===== src/source/rv_config.svh =====
`ifndef RV_CONFIG_SVH
`define RV_CONFIG_SVH

// datapath and address width
`define XLEN 32

// register file address width, 32 registers
`define REG_AW 5

// instruction memory word address, 256 words
`define IMEM_AW 8

// data memory word address, 64 words
`define DMEM_AW 6

// ecall halts the core when x17 holds this value
`define HALT_CODE 10
`define HALT_REG 17

`endif


===== src/source/rv_pkg.sv =====
`include "rv_config.svh"

package rv_pkg;

  // RV32I major opcodes supported by the core
  typedef enum logic [6:0] {
    opc_op     = 7'b0110011,
    opc_op_imm = 7'b0010011,
    opc_load   = 7'b0000011,
    opc_store  = 7'b0100011,
    opc_branch = 7'b1100011,
    opc_system = 7'b1110011
  } opcode_t;

  typedef enum logic [2:0] {
    alu_add,
    alu_sub,
    alu_and,
    alu_or,
    alu_xor,
    alu_slt
  } alu_op_t;

  // control bundle, built in decode
  typedef struct packed {
    logic    alu_src;    // b operand from immediate
    alu_op_t alu_op;
    logic    mem_read;
    logic    mem_write;
    logic    mem_to_reg; // writeback from load data
    logic    reg_write;
    logic    branch;
    logic    branch_ne;  // bne instead of beq
    logic    is_ecall;
  } ctrl_t;

  // register view, also used for I-type
  typedef struct packed {
    logic [6:0]         funct7;
    logic [`REG_AW-1:0] rs2;
    logic [`REG_AW-1:0] rs1;
    logic [2:0]         funct3;
    logic [`REG_AW-1:0] rd;
    opcode_t            opcode;
  } r_view_t;

  // store view, also used for B-type
  typedef struct packed {
    logic [6:0]         imm_hi;
    logic [`REG_AW-1:0] rs2;
    logic [`REG_AW-1:0] rs1;
    logic [2:0]         funct3;
    logic [4:0]         imm_lo;
    opcode_t            opcode;
  } s_view_t;

  typedef union packed {
    r_view_t r;
    s_view_t s;
  } instr_u;

endpackage

===== src/source/decode_ctrl.sv =====
`include "rv_config.svh"

module decode_ctrl
  import rv_pkg::*;
(
  input  instr_u           instr,
  output ctrl_t            ctrl,
  output logic [`XLEN-1:0] imm
);
  logic [`XLEN-1:0] i_imm;
  logic [`XLEN-1:0] s_imm;
  logic [`XLEN-1:0] b_imm;

  assign i_imm = {{(`XLEN-12){instr.r.funct7[6]}}, instr.r.funct7, instr.r.rs2};
  assign s_imm = {{(`XLEN-12){instr.s.imm_hi[6]}}, instr.s.imm_hi, instr.s.imm_lo};
  // branch offset, bit 0 always zero
  assign b_imm = {{(`XLEN-12){instr.s.imm_hi[6]}}, instr.s.imm_lo[0],
                  instr.s.imm_hi[5:0], instr.s.imm_lo[4:1], 1'b0};

  always_comb begin
    ctrl        = '0;   // no-op unless decoded below
    ctrl.alu_op = alu_add;
    imm         = '0;
    case (instr.r.opcode)
      opc_op, opc_op_imm: begin
        ctrl.reg_write = 1'b1;
        ctrl.alu_src   = (instr.r.opcode == opc_op_imm);
        imm            = i_imm;
        case (instr.r.funct3)
          3'b000: begin
            // sub only exists in the register form
            if (instr.r.opcode == opc_op && instr.r.funct7[5]) ctrl.alu_op = alu_sub;
            else ctrl.alu_op = alu_add;
          end
          3'b010: ctrl.alu_op = alu_slt;
          3'b100: ctrl.alu_op = alu_xor;
          3'b110: ctrl.alu_op = alu_or;
          3'b111: ctrl.alu_op = alu_and;
          default: ctrl.reg_write = 1'b0;
        endcase
      end
      opc_load: begin
        if (instr.r.funct3 == 3'b010) begin   // lw only
          ctrl.alu_src    = 1'b1;
          ctrl.mem_read   = 1'b1;
          ctrl.mem_to_reg = 1'b1;
          ctrl.reg_write  = 1'b1;
          imm             = i_imm;
        end
      end
      opc_store: begin
        if (instr.s.funct3 == 3'b010) begin   // sw only
          ctrl.alu_src   = 1'b1;
          ctrl.mem_write = 1'b1;
          imm            = s_imm;
        end
      end
      opc_branch: begin
        ctrl.branch    = (instr.s.funct3 == 3'b000 || instr.s.funct3 == 3'b001);
        ctrl.branch_ne = (instr.s.funct3 == 3'b001);
        ctrl.alu_op    = alu_sub;
        imm            = b_imm;
      end
      opc_system: begin
        // ebreak differs only in the rs2 field
        ctrl.is_ecall = (instr.r.funct3 == 3'b000 && instr.r.rs2 == '0);
      end
      default: ;
    endcase
  end

endmodule


===== config.mk =====
export PLATFORM = sky130hd
export DESIGN_NAME = decode_ctrl
export DESIGN_NICKNAME = d
export VERILOG_FILES = /design/src/source/rv_pkg.sv /design/src/source/decode_ctrl.sv
export VERILOG_INCLUDE_DIRS = /design/src /design/src/source
export SDC_FILE = /design/constraint.sdc
export NUM_CORES = 1
export LEC_CHECK = 0
export BUFFER_PORTS_ARGS = -buffer_cell sky130_fd_sc_hd__buf_2
export CAP_MARGIN = 20
export CORE_MARGIN = 3
export CORE_UTILIZATION = 35
export DETAILED_ROUTE_END_ITERATION = 8
export GPL_ROUTABILITY_DRIVEN = 0
export PLACE_DENSITY = 0.85
export SYNTH_ARGS = -nofsm -noshare
export SYNTH_HDL_FRONTEND = slang
export SYNTH_SLANG_ARGS = --single-unit
export TNS_END_PERCENT = 50

===== constraint.sdc =====
create_clock -name vclk -period 3.9
set_input_delay 0.39 -clock vclk [all_inputs]
set_output_delay 0.39 -clock vclk [all_outputs]
set_load 0.05 [all_outputs]

==> flow_metrics.tcl <==
set metrics [dict create \
    ys_types 37 \
    worst_pin_slew_ps 814 \
    cts_setup_buffers 0 \
    maxSlewHeadroom_pct 45.6 \
    num_io_pins 75 \
    leakagePower_nw 0.469 \
    worstSetupStartpoint "instr[14]" \
    drt_iter0_drc 14 \
    cp_max_fo 20 \
    drv_slew 0 \
    wirelength_um 1720 \
    arrival_ps 2210 \
    cpMostUsedCell "buf_2" \
    n_antenna_cell 0 \
    die_height_um 48.3 \
    grt_usage_pct 12.9 \
    clkbuf_count 0 \
    ys_seq_area_share_pct 0 \
    setup_ws_ps 1300 \
    synth_top_family_by_area "simple AND/OR/NAND/NOR gates" \
    worstSetupStartpointType "input port" \
    worstSetupPathType "input port to output port" \
    synth_area_sq_um 626 \
    fin_crit_ps 2600 \
    dp_slack_ps 1270 \
    drtPass1Iterations 4 \
    synth_top_area_share_pct 26.4 \
    ctsHoldBuffers 0 \
    setup_violations 0 \
    seq_area_sq_um 0 \
    nFlopsAndLatches 0 \
    peakVddDrop_uv 30.8 \
    area_delta_synth_final_pct 28.2 \
    fin_tns_setup_ps 0 \
    grt_pass1_vias 602 \
    final_cell_mix "70 x buf_2, 8 x a21oi_1, 6 x nand2_1, 5 x nor2_1, 4 x a32o_1" \
    syn_inst 87 \
    postRouteAntennaNets 0 \
    start_util_pct 39.2 \
    vias 765 \
    synth-compound-area-share_pct 22.8 \
    core-area_sq_mm 0.00159 \
    die_w_um 48.3 \
    finalHoldViolations 0 \
    synthAdderAreaFrac_pct 0 \
    avgSynthCellArea_sq_um 7.19 \
    synth-simple-area-share_pct 40.0 \
    synthMuxAreaShare_pct 1.80 \
    final_common_cell "buf_2" \
    layout-drive-gt1-share_pct 62.3 \
    max-cap-violations 0 \
    synth_nets 119 \
    row_count 14 \
    crit_path_end "imm[29]" \
    cp-end-kind "output port" \
    grt_overflow 0 \
    synth_xor_area_share_pct 1.40 \
    hold_ws_ps 1150 \
    ctsResizeCount 0 \
    p_per_area_mw_per_mm2 71.6 \
    critPathSlowestCell "a211oi_2" \
    fin_nets 164 \
    power_w 0.0000575 \
    status "finished clean" \
    synth_top_cell_by_area "buf_4" \
    yosysWarnings 0 \
    avgViaCountPerCell 4.97 \
    grt_antenna_before_repair 0 \
    synth_area_leaders "buf_4 26%, a21oi_1 6.4%, a32o_1 6.4%" \
    utilization_pct 50.3 \
    hold_path_class "input port to output port" \
    grt_first_pass_wirelength_um 2320 \
    critPathRequiredTime_ps 3510 \
    path_cells "buf_2 -> nor3b_4 -> o21bai_1 -> a211oi_2 -> buf_2" \
    rsz0062_at_grt "no" \
    finalCritPeriodShare_pct 66.6 \
    wl_per_cell_um 11.2 \
    max_stage_delay_ps 770 \
    max_freq_ghz 0.385 \
    dpl.hpwl_um 1460 \
    io_buffer_count 70 \
    die_area_sq_mm 0.00233 \
    grt_max_degree 21 \
    drc 0 \
]
==> kinds of logic after synthesis <==
group,count (synthesis)
AND/OR/NAND/NOR,37
buffers and inverters,28
AO/OA/AOI/OAI,20
XOR/XNOR,1
multiplexers,1
==> stage by stage <==
step	instance area, sq um	cells
global route	802	154
floorplan	631	87
detailed placement	802	154
global placement	802	154
CTS	802	154
finish	802	154
==> worst min-delay path by stage <==
stage	from	to	slack, ps	depth (start not counted)
after floorplan	instr[30]	imm[10]	1000	2
after global placement	instr[29]	imm[9]	1150	4
after detailed placement	instr[27]	imm[7]	1150	4
after CTS	instr[29]	imm[9]	1150	4
after global routing	instr[29]	imm[9]	1170	4
final	instr[29]	imm[9]	1150	4
==> final cells by class <==
class	instances	area, sq um
Inverter	1	3.75
Timing Repair Buffer	70	350
Multi-Input combinational cell	59	418
Tap cell	24	30.0
Fill cell	161	792
==> synthesized netlist by cell type, types with 2 or more instances <==
master and n:
nand2b_1 3, nand4_1 2, nor3_1 3, o21ai_0 2, nand3_1 2, buf_6 3, nor4_1 2, nand2_1 6
a21oi_1 8, buf_4 22, nor2_1 5, a32o_1 4
==> critical path: cells and delay by family <==
| family | cells | cell delay [ps] |
|---|---|---|
| AOI/OAI and AO/OA | 2 | 990 |
| buffers and inverters | 2 | 570 |
| and+or+nand+nor | 1 | 260 |
==> report_power, final <==
group	switching [W]	total [W]	internal (W)
Clock	0	0	0
Combinational	0.0000350	0.0000575	0.0000224
Sequential	0	0	0
Total	0.0000350	0.0000575	0.0000224
==> per-layer routing <==
metal  up-vias  GRT usage (%)  routed length [um]
li1        383              -                   -
met1       328           15.0                 677
met2        54           26.3                 804
met3         0           1.11                 240
met4         0              0                   0
met5         -              0                   0
Power figures use the tool's default switching activity.
