--- config.mk ---
export PLATFORM = sky130hd
export DESIGN_NAME = hazard_unit_flat
export DESIGN_NICKNAME = d
export VERILOG_FILES = /design/src/source/hazard_if.sv /design/src/source/hazard_unit.sv /design/src/flat_wrapper.sv
export VERILOG_INCLUDE_DIRS = /design/src /design/src/source
export SDC_FILE = /design/constraint.sdc
export NUM_CORES = 1
export LEC_CHECK = 0
export BUFFER_PORTS_ARGS = -buffer_cell sky130_fd_sc_hd__buf_2
export CORE_AREA = 5 5 42 44
export DETAILED_ROUTE_END_ITERATION = 7
export DIE_AREA = 0 0 47 49
export PLACE_DENSITY_LB_ADDON = 0.2
export SLEW_MARGIN = 10
export SYNTH_ARGS = -nofsm -noshare
export SYNTH_HDL_FRONTEND = slang
export SYNTH_SLANG_ARGS = --single-unit
--- constraint.sdc ---
create_clock -name vclk -period 1.5
set_clock_uncertainty 0.05 [all_clocks]
set_input_delay 0.3 -clock vclk [all_inputs]
set_output_delay 0.3 -clock vclk [all_outputs]
set_load 0.01 [all_outputs]
--- src/source/rv_config.svh ---
`ifndef RV_CONFIG_SVH
`define RV_CONFIG_SVH

// datapath and address width
`define XLEN 32

// register file address width, 32 registers
`define REG_AW 5

// instruction memory word address, 256 words
`define IMEM_AW 8

// data memory word address, 64 words
`define DMEM_AW 6

// ecall halts the core when x17 holds this value
`define HALT_CODE 10
`define HALT_REG 17

`endif

--- src/source/hazard_if.sv ---
`include "rv_config.svh"

interface hazard_if;
  logic [`REG_AW-1:0] id_rs1;
  logic [`REG_AW-1:0] id_rs2;
  logic [`REG_AW-1:0] ex_rs1;
  logic [`REG_AW-1:0] ex_rs2;
  logic [`REG_AW-1:0] ex_rd;
  logic               ex_mem_read;   // load sitting in EX
  logic [`REG_AW-1:0] mem_rd;
  logic               mem_reg_write;
  logic [`REG_AW-1:0] wb_rd;
  logic               wb_reg_write;
  logic [1:0]         fwd_a;         // 0 reg, 1 wb data, 2 ex/mem alu
  logic [1:0]         fwd_b;
  logic               stall;

  modport core (
    output id_rs1, id_rs2, ex_rs1, ex_rs2, ex_rd, ex_mem_read,
    output mem_rd, mem_reg_write, wb_rd, wb_reg_write,
    input  fwd_a, fwd_b, stall
  );

  modport unit (
    input  id_rs1, id_rs2, ex_rs1, ex_rs2, ex_rd, ex_mem_read,
    input  mem_rd, mem_reg_write, wb_rd, wb_reg_write,
    output fwd_a, fwd_b, stall
  );
endinterface

--- src/source/hazard_unit.sv ---
`include "rv_config.svh"

module hazard_unit (
  hazard_if.unit hz
);

  // pick the youngest producer of rs, x0 never forwarded
  function automatic logic [1:0] fwd_sel(
    input logic [`REG_AW-1:0] rs,
    input logic [`REG_AW-1:0] mem_rd,
    input logic               mem_we,
    input logic [`REG_AW-1:0] wb_rd,
    input logic               wb_we
  );
    if (rs == '0) begin
      return 2'd0;
    end
    if (mem_we && mem_rd == rs) begin
      return 2'd2;   // ex/mem wins
    end
    if (wb_we && wb_rd == rs) begin
      return 2'd1;
    end
    return 2'd0;
  endfunction

  assign hz.fwd_a = fwd_sel(hz.ex_rs1, hz.mem_rd, hz.mem_reg_write,
                            hz.wb_rd, hz.wb_reg_write);
  assign hz.fwd_b = fwd_sel(hz.ex_rs2, hz.mem_rd, hz.mem_reg_write,
                            hz.wb_rd, hz.wb_reg_write);

  // load result is not ready until WB, so hold the consumer one cycle
  always_comb begin
    hz.stall = 1'b0;
    if (hz.ex_mem_read && hz.ex_rd != '0) begin
      if (hz.ex_rd == hz.id_rs1 || hz.ex_rd == hz.id_rs2) begin
        hz.stall = 1'b1;
      end
    end
  end

endmodule

--- src/flat_wrapper.sv ---
// flat-port wrapper written by rule: the top's interface ports become plain ports
module hazard_unit_flat 
  (hz_id_rs1, hz_id_rs2, hz_ex_rs1, hz_ex_rs2, hz_ex_rd, hz_ex_mem_read, hz_mem_rd, hz_mem_reg_write, hz_wb_rd, hz_wb_reg_write, hz_fwd_a, hz_fwd_b, hz_stall);
  hazard_if hz_i ();
  input wire logic [$bits(hz_i.id_rs1)-1:0] hz_id_rs1;
  input wire logic [$bits(hz_i.id_rs2)-1:0] hz_id_rs2;
  input wire logic [$bits(hz_i.ex_rs1)-1:0] hz_ex_rs1;
  input wire logic [$bits(hz_i.ex_rs2)-1:0] hz_ex_rs2;
  input wire logic [$bits(hz_i.ex_rd)-1:0] hz_ex_rd;
  input wire logic [$bits(hz_i.ex_mem_read)-1:0] hz_ex_mem_read;
  input wire logic [$bits(hz_i.mem_rd)-1:0] hz_mem_rd;
  input wire logic [$bits(hz_i.mem_reg_write)-1:0] hz_mem_reg_write;
  input wire logic [$bits(hz_i.wb_rd)-1:0] hz_wb_rd;
  input wire logic [$bits(hz_i.wb_reg_write)-1:0] hz_wb_reg_write;
  output wire logic [$bits(hz_i.fwd_a)-1:0] hz_fwd_a;
  output wire logic [$bits(hz_i.fwd_b)-1:0] hz_fwd_b;
  output wire logic [$bits(hz_i.stall)-1:0] hz_stall;
  assign hz_i.id_rs1 = hz_id_rs1;
  assign hz_i.id_rs2 = hz_id_rs2;
  assign hz_i.ex_rs1 = hz_ex_rs1;
  assign hz_i.ex_rs2 = hz_ex_rs2;
  assign hz_i.ex_rd = hz_ex_rd;
  assign hz_i.ex_mem_read = hz_ex_mem_read;
  assign hz_i.mem_rd = hz_mem_rd;
  assign hz_i.mem_reg_write = hz_mem_reg_write;
  assign hz_i.wb_rd = hz_wb_rd;
  assign hz_i.wb_reg_write = hz_wb_reg_write;
  assign hz_fwd_a = hz_i.fwd_a;
  assign hz_fwd_b = hz_i.fwd_b;
  assign hz_stall = hz_i.stall;
  hazard_unit u_core (.hz(hz_i));
endmodule
==> results.md, run 1 <==
- Syn avg cell area: 8.027 um^2
- Most frequent cells in the layout: 33 x buf_2, 15 x xnor2_1, 14 x xor2_1
- Yosys warns: 0
- Avg Vias per Cell: 4.565
- Post-synthesis adder-cell area fraction: 0%
- CP bufs+invs: 2
- Final Slew Violations: 0
- Max-Cap Viols: 0
- Fin crit period: 1.649 ns
- Vias: 566
- Hold Path Cell Cnt: 4
- IO Count: 43
- Die W: 47 um
- Post-synthesis sequential area ratio: 0%
- Initial antenna violation count: 0
- Largest net degree at the start of global routing: 4
- CP max-delay cell: nor4_2
- # diodes: 0
- Final Hold Fails: 0
- Final setup viols: 5
- Iter 0 DRT Violations: 0
- CP Capture Type: output port
- Synth Area in XOR/XNOR: 61.76%
- Die Ht: 49 um
- Pwr/cell area: 262.5 nW/um^2
- Layout sequential cell count: 0
- First-pass GRT wire length: 2415 um
- Drt pass-1 iters: 1
- Die area: 2303 um^2
- Rows: 14
- CP required: 1.15 ns
- Cell family with most CP delay: simple AND/OR/NAND/NOR gates
- Final period util: 109.9%
- WP data arrival: 1.30 ns
- Post-synthesis mux area share: 0%
- P&R area growth vs syn: 101.8%
- Final Util: 61.25%
- Layout cells sized above 1: 61.11%
- Synth Area in Simple Gates: 35.88%
- Drt drc: 0
- Worst-Margin Slew: 0.2610 ns
- Antenna Nets Post-Route: 0
- Layout Cells excl Fill: 124
- Placement Cell Area: 743.2 um^2
- Design area: 858.3 um^2
- DP Cell Count: 123
- Status: complete, but fails checks
- CLK BUF: 0
- Commonest non-fill, non-tap cell in the layout: buf_2
- Register Area: 0 um^2
- Vias in the first global route: 639
- Port bufs: 43
- Synthesized area: 425.4 um^2
- Total congestion overflow: 0
- Routed WL: 1539 um
- Hold path startpoint: hz_ex_mem_read
- Cells after Synth: 53
- Critical Path Source Type: input pin
- Synth unique cells: 14
- Complex-gate fraction of the synthesized area: 2.353%
- RSZ-0062 raised after global routing: yes
- Largest family of logic cells by synthesized area: XOR/XNOR gates
- Setup CP Type: in2out
- Setup slack after layout: -0.1489 ns
- WL per Instance: 12.41 um
- P_leak: 0.4075 nW
- Initial core utilization: 30.36%
- Worst IR Drop VDD: 126.9 uV
- Worst path cell trace: buf_6 -> xor2_1 -> nor4_2 -> nand3_1 -> nor4b_4 -> buf_2
- CP peak stage delay: 0.32 ns
- All-Layer GR Usage: 13.33%
- Failing checks: negative setup slack
- Power, Total: 225.3 uW
- Hold Path Class: in2out
- GPL Wtd Cong: 0.7363
- # fillers: 130
- Worst-path maximum fanout: 2
- Syn Nets: 91
- Final net count: 148
- DP Wirelength: 1338 um
- Slew headroom: 82.46%
- Core ar.: 1401 um^2
- Max Fclk: 606.5 MHz
- Hold endpoint: hz_stall
- Hold slack: 0.8589 ns
repair_timing:
item                                    in CTS  in global routing
endpoints found under the setup margin       5                  5
pin swaps                                   11                  5
hold buffers                                 0                  0
setup buffers                                1                  0
gates resized for setup                     16                  4
cell families after synthesis:
family | count (synthesis)
compound gates | 2
xor+xnor | 30
simple gates | 21
per-layer routing:
layer | global-route usage, % | routed length, um | up-vias
li1 | - | - | 296
met5 | 0 | 0 | -
met3 | 1.476 | 160 | 2
met4 | 1.843 | 27 | 0
met1 | 15.65 | 561 | 240
met2 | 24.89 | 790 | 28
stage by stage:
| stage | setup slack, ns | setup TNS (ns) |
|---|---|---|
| after floorplan | 0.1526 | 0 |
| after detailed placement | -0.2240 | -0.8075 |
| after global routing | -0.2086 | -0.7935 |
| final | -0.1489 | -0.5697 |
| after CTS | -0.1535 | -0.5871 |
| after global placement | -0.2264 | -0.7423 |
area by class of cell:
| type | count | area (um^2) | share of cell area (%) |
|---|---|---|---|
| timing repair buffer | 55 | 367.9 | 42.86 |
| multi-input combinational | 53 | 470.5 | 54.81 |
| tap | 16 | 20.02 | 2.332 |
synthesized netlist by cell type:
cell type / instances / area, um^2
o21ai_1: 1 / 5.000
nor4_1: 2 / 12.51
xor2_1: 14 / 122.6
nand3_1: 4 / 20.02
nor2_4: 2 / 22.52
or4_4: 2 / 22.52
nand2_1: 2 / 7.510
nor4b_2: 2 / 30.03
nor3_1: 2 / 10.01
nand4_1: 2 / 12.51
a21oi_1: 1 / 5.000
or4_1: 1 / 7.510
xnor2_1: 16 / 140.1
nor2_1: 2 / 7.510
power by group:
part / internal (mW) / total [mW] / switching [mW]
Sequential: 0 / 0 / 0
Clock: 0 / 0 / 0
Combinational: 0.132 / 0.225 / 0.0935
Total: 0.132 / 0.225 / 0.0935
how the worst max path moves through the flow:
stage / from / endpoint / slack, ns / cells past startpoint
2_1_floorplan: hz_ex_rs1[3] / hz_fwd_a[1] / 0.15 / 3
6_report: hz_mem_rd[1] / hz_fwd_b[0] / -0.15 / 6
4_1_cts: hz_mem_rd[1] / hz_fwd_a[0] / -0.15 / 6
3_3_place_gp: hz_ex_rs2[1] / hz_fwd_b[0] / -0.23 / 6
5_1_grt: hz_mem_rd[1] / hz_fwd_b[0] / -0.21 / 6
3_5_place_dp: hz_mem_rd[1] / hz_fwd_b[0] / -0.22 / 6
Power figures use the tool's default switching activity.
==> run 2, diff against run 1 <==
- ABC_AREA: not set -> 1
- CORE_AREA: 5 5 42 44 -> not set
- CORE_MARGIN: not set -> 2
- CORE_UTILIZATION: not set -> 42
- DIE_AREA: 0 0 47 49 -> not set
==> run 2 against run 1 <==
The run now ends clean. Power is 12% lower. Core utilization rose by 2.0 points. Die area shrank 29%. Sequential cell count did not move. Via count rose by 47%. First-iteration DRC count rose by 11. Global-route usage up 7.0 points. Worst setup slack better by 0.24 ns. Synthesized area up 31%. Sequential share of layout area unchanged. Fmax increased by 17%. Largest cell class unchanged.
==> results.md, run 2 <==
- Initial antenna violation count: 0 (unchanged)
- CP max-delay cell: nand3b_1
- Drt pass-1 iters: 4 (+3)
- Gr busiest metal: met2
- Top-count cell post-synth: nand2_1
- Die area: 1636 um^2 (-29%)
- Setup CP Type: in2out
- All-Layer GR Usage: 20.38% (+7.0 points)
- Pwr/cell area: 248.5 nW/um^2 (-5.3%)
- Final Util: 63.21% (+2.0 points)
- Commonest non-fill, non-tap cell in the layout: nand2_1
- Worst path cell trace: buf_2 -> inv_2 -> nand2_1 -> nand2_1 -> nand3b_1 -> nor3_2 -> buf_2
- Vias in the first global route: 669 (+4.7%)
- Largest family of logic cells by synthesized area: simple AND/OR/NAND/NOR gates
- Avg Vias per Cell: 4.754 (+4.2%)
- Max-Cap Viols: 0 (unchanged)
- Core ar.: 1269 um^2 (-9.5%)
- Final period util: 93.84% (-16 points)
- Fin crit period: 1.408 ns (-0.2413 ns)
- Slew headroom: 85.80% (+3.3 points)
- DP Cell Count: 175 (+42%)
- Synth Area in Simple Gates: 60.54% (+25 points)
- Yosys top cell by area: nand2_1
- GPL Wtd Cong: 0.8050 (+9.3%)
- Largest net degree at the start of global routing: 5 (+1)
- Worst-path maximum fanout: 4 (+2)
- Status: finished clean
- DP Wirelength: 1444 um (+7.9%)
- Most frequent cells in the layout: 45 x nand2_1, 43 x buf_2, 15 x inv_1
- P&R area growth vs syn: 43.72%
- Synthesized area: 558.0 um^2 (+31%)
- Port bufs: 43 (unchanged)
- IO Count: 43 (unchanged)
- Synth Area in XOR/XNOR: 17.26% (-45 points)
- # fillers: 144 (+11%)
- Register Area: 0 um^2 (unchanged)
- # diodes: 0 (unchanged)
- Final setup viols: 0 (-5)
- Post-synthesis adder-cell area fraction: 0% (unchanged)
- GR Util met2: 40.48% (+16 points)
- CP Capture Type: output port
- Die W: 40.45 um (-14%)
- WL per Instance: 8.857 um (-29%)
- Multi-input logic area: 478.0 um^2 (+1.6%)
- Synth unique cells: 16 (+2)
- CP peak stage delay: 0.20 ns (-0.12 ns)
- Worst-Margin Slew: 0.2108 ns (-0.05018 ns)
- Total congestion overflow: 0 (unchanged)
- Layout cells sized above 1: 36.88% (-24 points)
- Complex-gate fraction of the synthesized area: 6.054% (+3.7 points)
- WP data arrival: 1.06 ns (-0.24 ns)
- P_leak: 0.4994 nW (+23%)
- Layout sequential cell count: 0 (unchanged)
- Die Ht: 40.45 um (-17%)
- Syn avg cell area: 4.770 um^2 (-41%)
- Post-synthesis sequential area ratio: 0% (unchanged)
- Syn Nets: 155 (+70%)
- First-pass GRT wire length: 2394 um (-0.87%)
- GR Layer Usage met3: 0% (-1.5 points)
- Power, Total: 199.3 uW (-12%)
- Hold slack: 0.8943 ns (+0.03536 ns)
- Aggregate negative setup slack: 0 ns (+0.5697 ns)
- Critical Path Source Type: input pin
- CLK BUF: 0 (unchanged)
- M1 GR Usage: 25.32% (+9.7 points)
- Hold Path Class: in2out
- Cells after Synth: 117 (+120%)
- Synth top cells by count: 45 x nand2_1, 16 x inv_1, 15 x nor2_1
- CP required: 1.15 ns (about the same)
- Final Hold Fails: 0 (unchanged)
- Routed WL: 1550 um (+0.71%)
- Share of the synthesized area in the top cell type: 30.27% (-2.7 points)
- Worst IR Drop VDD: 112.8 uV (-11%)
- Iter 0 DRT Violations: 11 (+11)
- Post-synthesis mux area share: 0% (unchanged)
- Synth top area cells: nand2_1 30%, xnor2_1 16%, inv_1 11%
- Layout Cells excl Fill: 175 (+41%)
- Final net count: 200 (+35%)
- Initial core utilization: 43.98% (+14 points)
- Max Fclk: 710.4 MHz (+17%)
- Final Slew Violations: 0 (unchanged)
- Vias: 832 (+47%)
- Drt drc: 0 (unchanged)
- Rows: 13 (-1)
- Yosys warns: 0 (unchanged)
- Antenna Nets Post-Route: 0 (unchanged)
[run 2: cell types whose count changed after synthesis, sizes merged, moves of 3 or more]
cell,change
inv,+24
xor2,-13
nand2,+43
or4,-3
nor2,+12
xnor2,-6
[run 2: cell families (layout without fill, tap and decap cells)]
family,count (synthesis),after routing
AOI/OAI and AO/OA,5,5
xor gates and xnor gates,11,11
buffers and inverters,24,67
and+or+nand+nor,77,77
[run 2: path summary, 6_finish.rpt]
check                           from           to  slack, ns  cells after the start
worst max-delay path    hz_ex_rs2[1]  hz_fwd_b[1]       0.09                      7
worst min-delay path  hz_ex_mem_read     hz_stall       0.89                      4
[run 2: metal layers]
layer,wire [um],share of wire [%],up-vias
li1,-,-,448
met1,696,45,364
met2,787,51,20
met3,66,4.3,0
met4,0,0,0
met5,0,0,-
[run 2: what timing repair did]
item                                    in CTS  in global routing
endpoints found under the setup margin       0                  1
hold buffers                                 0                  0
setup buffers                                0                  0
gates resized for setup                      0                  3
[run 2: area by class of cell]
class | count | area share [%]
inverter | 24 | 11.23
multi-input combinational | 93 | 59.59
tap | 15 | 2.340
timing repair buffer | 43 | 26.83
[run 2: worst max-delay path, delay by kind of cell]
| family | cells | cell delay, ns |
|---|---|---|
| buf+inv | 3 | 0.30 |
| simple gates | 4 | 0.47 |
[run 2: power by group]
group	leakage, nW	switching (mW)	internal (mW)
combinational	0.499	0.106	0.0935
sequential	0	0	0
clock	0	0	0
total	0.499	0.106	0.0935
[run 2: per-stage QoR]
step	setup slack (ns)	cell area, um^2
global placement	0.08380	792.0
finish	0.09236	802.0
global route	-0.004529	802.0
floorplan	0.3503	558.0
detailed placement	0.06647	792.0
CTS	0.06220	792.0
==> run 3, diff against run 2 <==
- ABC_AREA: 1 -> 0
- CORE_AREA: not set -> 2 2 39 41
- CORE_MARGIN: 2 -> not set
- CORE_UTILIZATION: 42 -> not set
- DIE_AREA: not set -> 0 0 41 43
- clock period: 1.5 -> 1.6 ns (I/O delays scaled with it)
==> run 3 against run 2 <==
The flow now finishes with violations (negative setup slack). Sequential cell count did not move. Core utilization fell by 0.10 points. Non-clock buffer count rose by 10. Largest power group unchanged. Via count fell by 31%.
==> results.md, run 3 (synthesized netlist as in run 1, its figures left out) <==
- CLK BUF: 0 (unchanged)
- Layout cells sized above 1: 64.15% (+27 points)
- DP Wirelength: 1126 um (-22%)
- Core ar.: 1384 um^2 (+9.1%)
- Setup CP Type: in2out
- # diodes: 0 (unchanged)
- Final period util: 104.9%
- CP peak stage delay: 0.30 ns (+0.10 ns)
- First-pass GRT wire length: 2007 um (-16%)
- Hold path startpoint: hz_ex_mem_read
- Initial antenna violation count: 0 (unchanged)
- Rows: 14 (+1)
- Vias: 570 (-31%)
- Worst path cell trace: buf_8 -> xor2_2 -> nor4_2 -> nand3_1 -> nor4b_4 -> buf_2
- RSZ-0062 raised after global routing: yes
- Antenna Nets Post-Route: 0 (unchanged)
- Max-Cap Viols: 0 (unchanged)
- Vias in the first global route: 560 (-16%)
- GPL Wtd Cong: 0.6174 (-23%)
- Fin crit period: 1.679 ns
- Initial core utilization: 30.74% (-13 points)
- Post-CTS Hold Buffers: 0 (unchanged)
- Largest net degree at the start of global routing: 4 (-1)
- Critical Path Source Type: input pin
- Status: complete, but fails checks
- CP Capture Type: output port
- WP data arrival: 1.31 ns (+0.25 ns)
- IO Count: 43 (unchanged)
- Total congestion overflow: 0 (unchanged)
- Most frequent cells in the layout: 33 x buf_2, 15 x xnor2_1, 12 x xor2_1
- Final setup viols: 5 (+5)
- Final net count: 146 (-27%)
- Avg Vias per Cell: 4.672 (-1.7%)
- All-Layer GR Usage: 15.48% (-4.9 points)
- CP startpoint: hz_mem_rd[1]
- Commonest non-fill, non-tap cell in the layout: buf_2
- Max Fclk: 595.7 MHz
- CP max-delay cell: nor4_2
- Port bufs: 43 (unchanged)
- Hold Path Cell Cnt: 4 (unchanged)
- CP required: 1.23 ns (+0.08 ns)
- Worst-path maximum fanout: 2 (-2)
- Hold Path Class: in2out
- Register Area: 0 um^2 (unchanged)
- Die Ht: 43 um (+6.3%)
- Setup slack after layout: -0.07867 ns (-0.1710 ns)
- Failing checks: negative setup slack
- Worst IR Drop VDD: 129.7 uV (+15%)
- Pwr/cell area: 247.5 nW/um^2 (-0.40%)
- Routed WL: 1450 um (-6.5%)
- Slew headroom: 83.71% (-2.1 points)
- P_leak: 0.3995 nW (-20%)
- # fillers: 121 (-16%)
- Hold slack: 0.8989 ns (+0.004584 ns)
- Drt drc: 0 (unchanged)
- Final Slew Violations: 0 (unchanged)
- Worst-Margin Slew: 0.2424 ns (+0.03157 ns)
- Die area: 1763 um^2 (+7.7%)
- WL per Instance: 11.89 um (+34%)
- P&R area growth vs syn: 105.3%
- Iter 0 DRT Violations: 3 (-8)
- Pre-CTS setup slack: -0.1662 ns (-0.2327 ns)
- Die W: 41 um (+1.4%)
- Multi-input logic area: 485.5 um^2 (+1.6%)
- Final Hold Fails: 0 (unchanged)
- Drt pass-1 iters: 3 (-1)
- Layout sequential cell count: 0 (unchanged)
- Power, Total: 216.1 uW (+8.5%)
==> run 3: cell types whose count changed in the layout (fill, tap and decap cells not counted), moves of 6 or more <==
cell | previous run | this run
nand2_1 | 45 | 2
inv_1 | 15 | 0
nor2_1 | 14 | 2
xor2_1 | 1 | 12
buf_2 | 43 | 33
buf_4 | 0 | 9
inv_2 | 9 | 0
buf_6 | 0 | 8
xnor2_1 | 9 | 15
==> run 3: path summary, 6_finish.rpt <==
path	to	slack, ns
worst max-delay path	hz_fwd_b[0]	-0.08
worst min-delay path	hz_stall	0.90
==> run 3: per-layer routing <==
| layer | GRT usage (%) | routed length [um] | up-vias |
|---|---|---|---|
| met2 | 31.25 | 852 | 26 |
| met1 | 17.41 | 510 | 254 |
| met3 | 0 | 87 | 0 |
| met4 | 0 | 0 | 0 |
| met5 | 0 | 0 | - |
| li1 | - | - | 290 |
==> run 3: area by class of cell <==
cell class	instances	share of cell area, %
Tap cell	16	2.292
Timing Repair Buffer	53	42.12
Multi-Input combinational cell	53	55.59
==> run 3: what timing repair did <==
action,4_1_cts,5_1_grt
gates resized for setup,13,14
pin swaps,13,10
setup endpoints to repair,5,5
endpoints found under the hold margin,0,0
setup buffers,1,0
==> run 3: through the flow <==
stage,setup TNS (ns),instances,utilization [%],cell area (um^2)
after global placement,-0.4493,121,52.62,728.2
final,-0.1990,122,63.11,873.3
after CTS,-0.2700,122,57.96,802.0
after global routing,-0.4662,122,63.11,873.3
after floorplan,0,53,-,425.4
after detailed placement,-0.4694,121,52.62,728.2
==> run 3: critical path: cells and delay by family <==
family	cells	cell delay (ns)
xor+xnor	1	0.16
buf+inv	2	0.24
simple gates	3	0.59
==> run 3: report_power, final <==
part	switching (mW)	internal (mW)
clock	0	0
combinational	0.0902	0.126
sequential	0	0
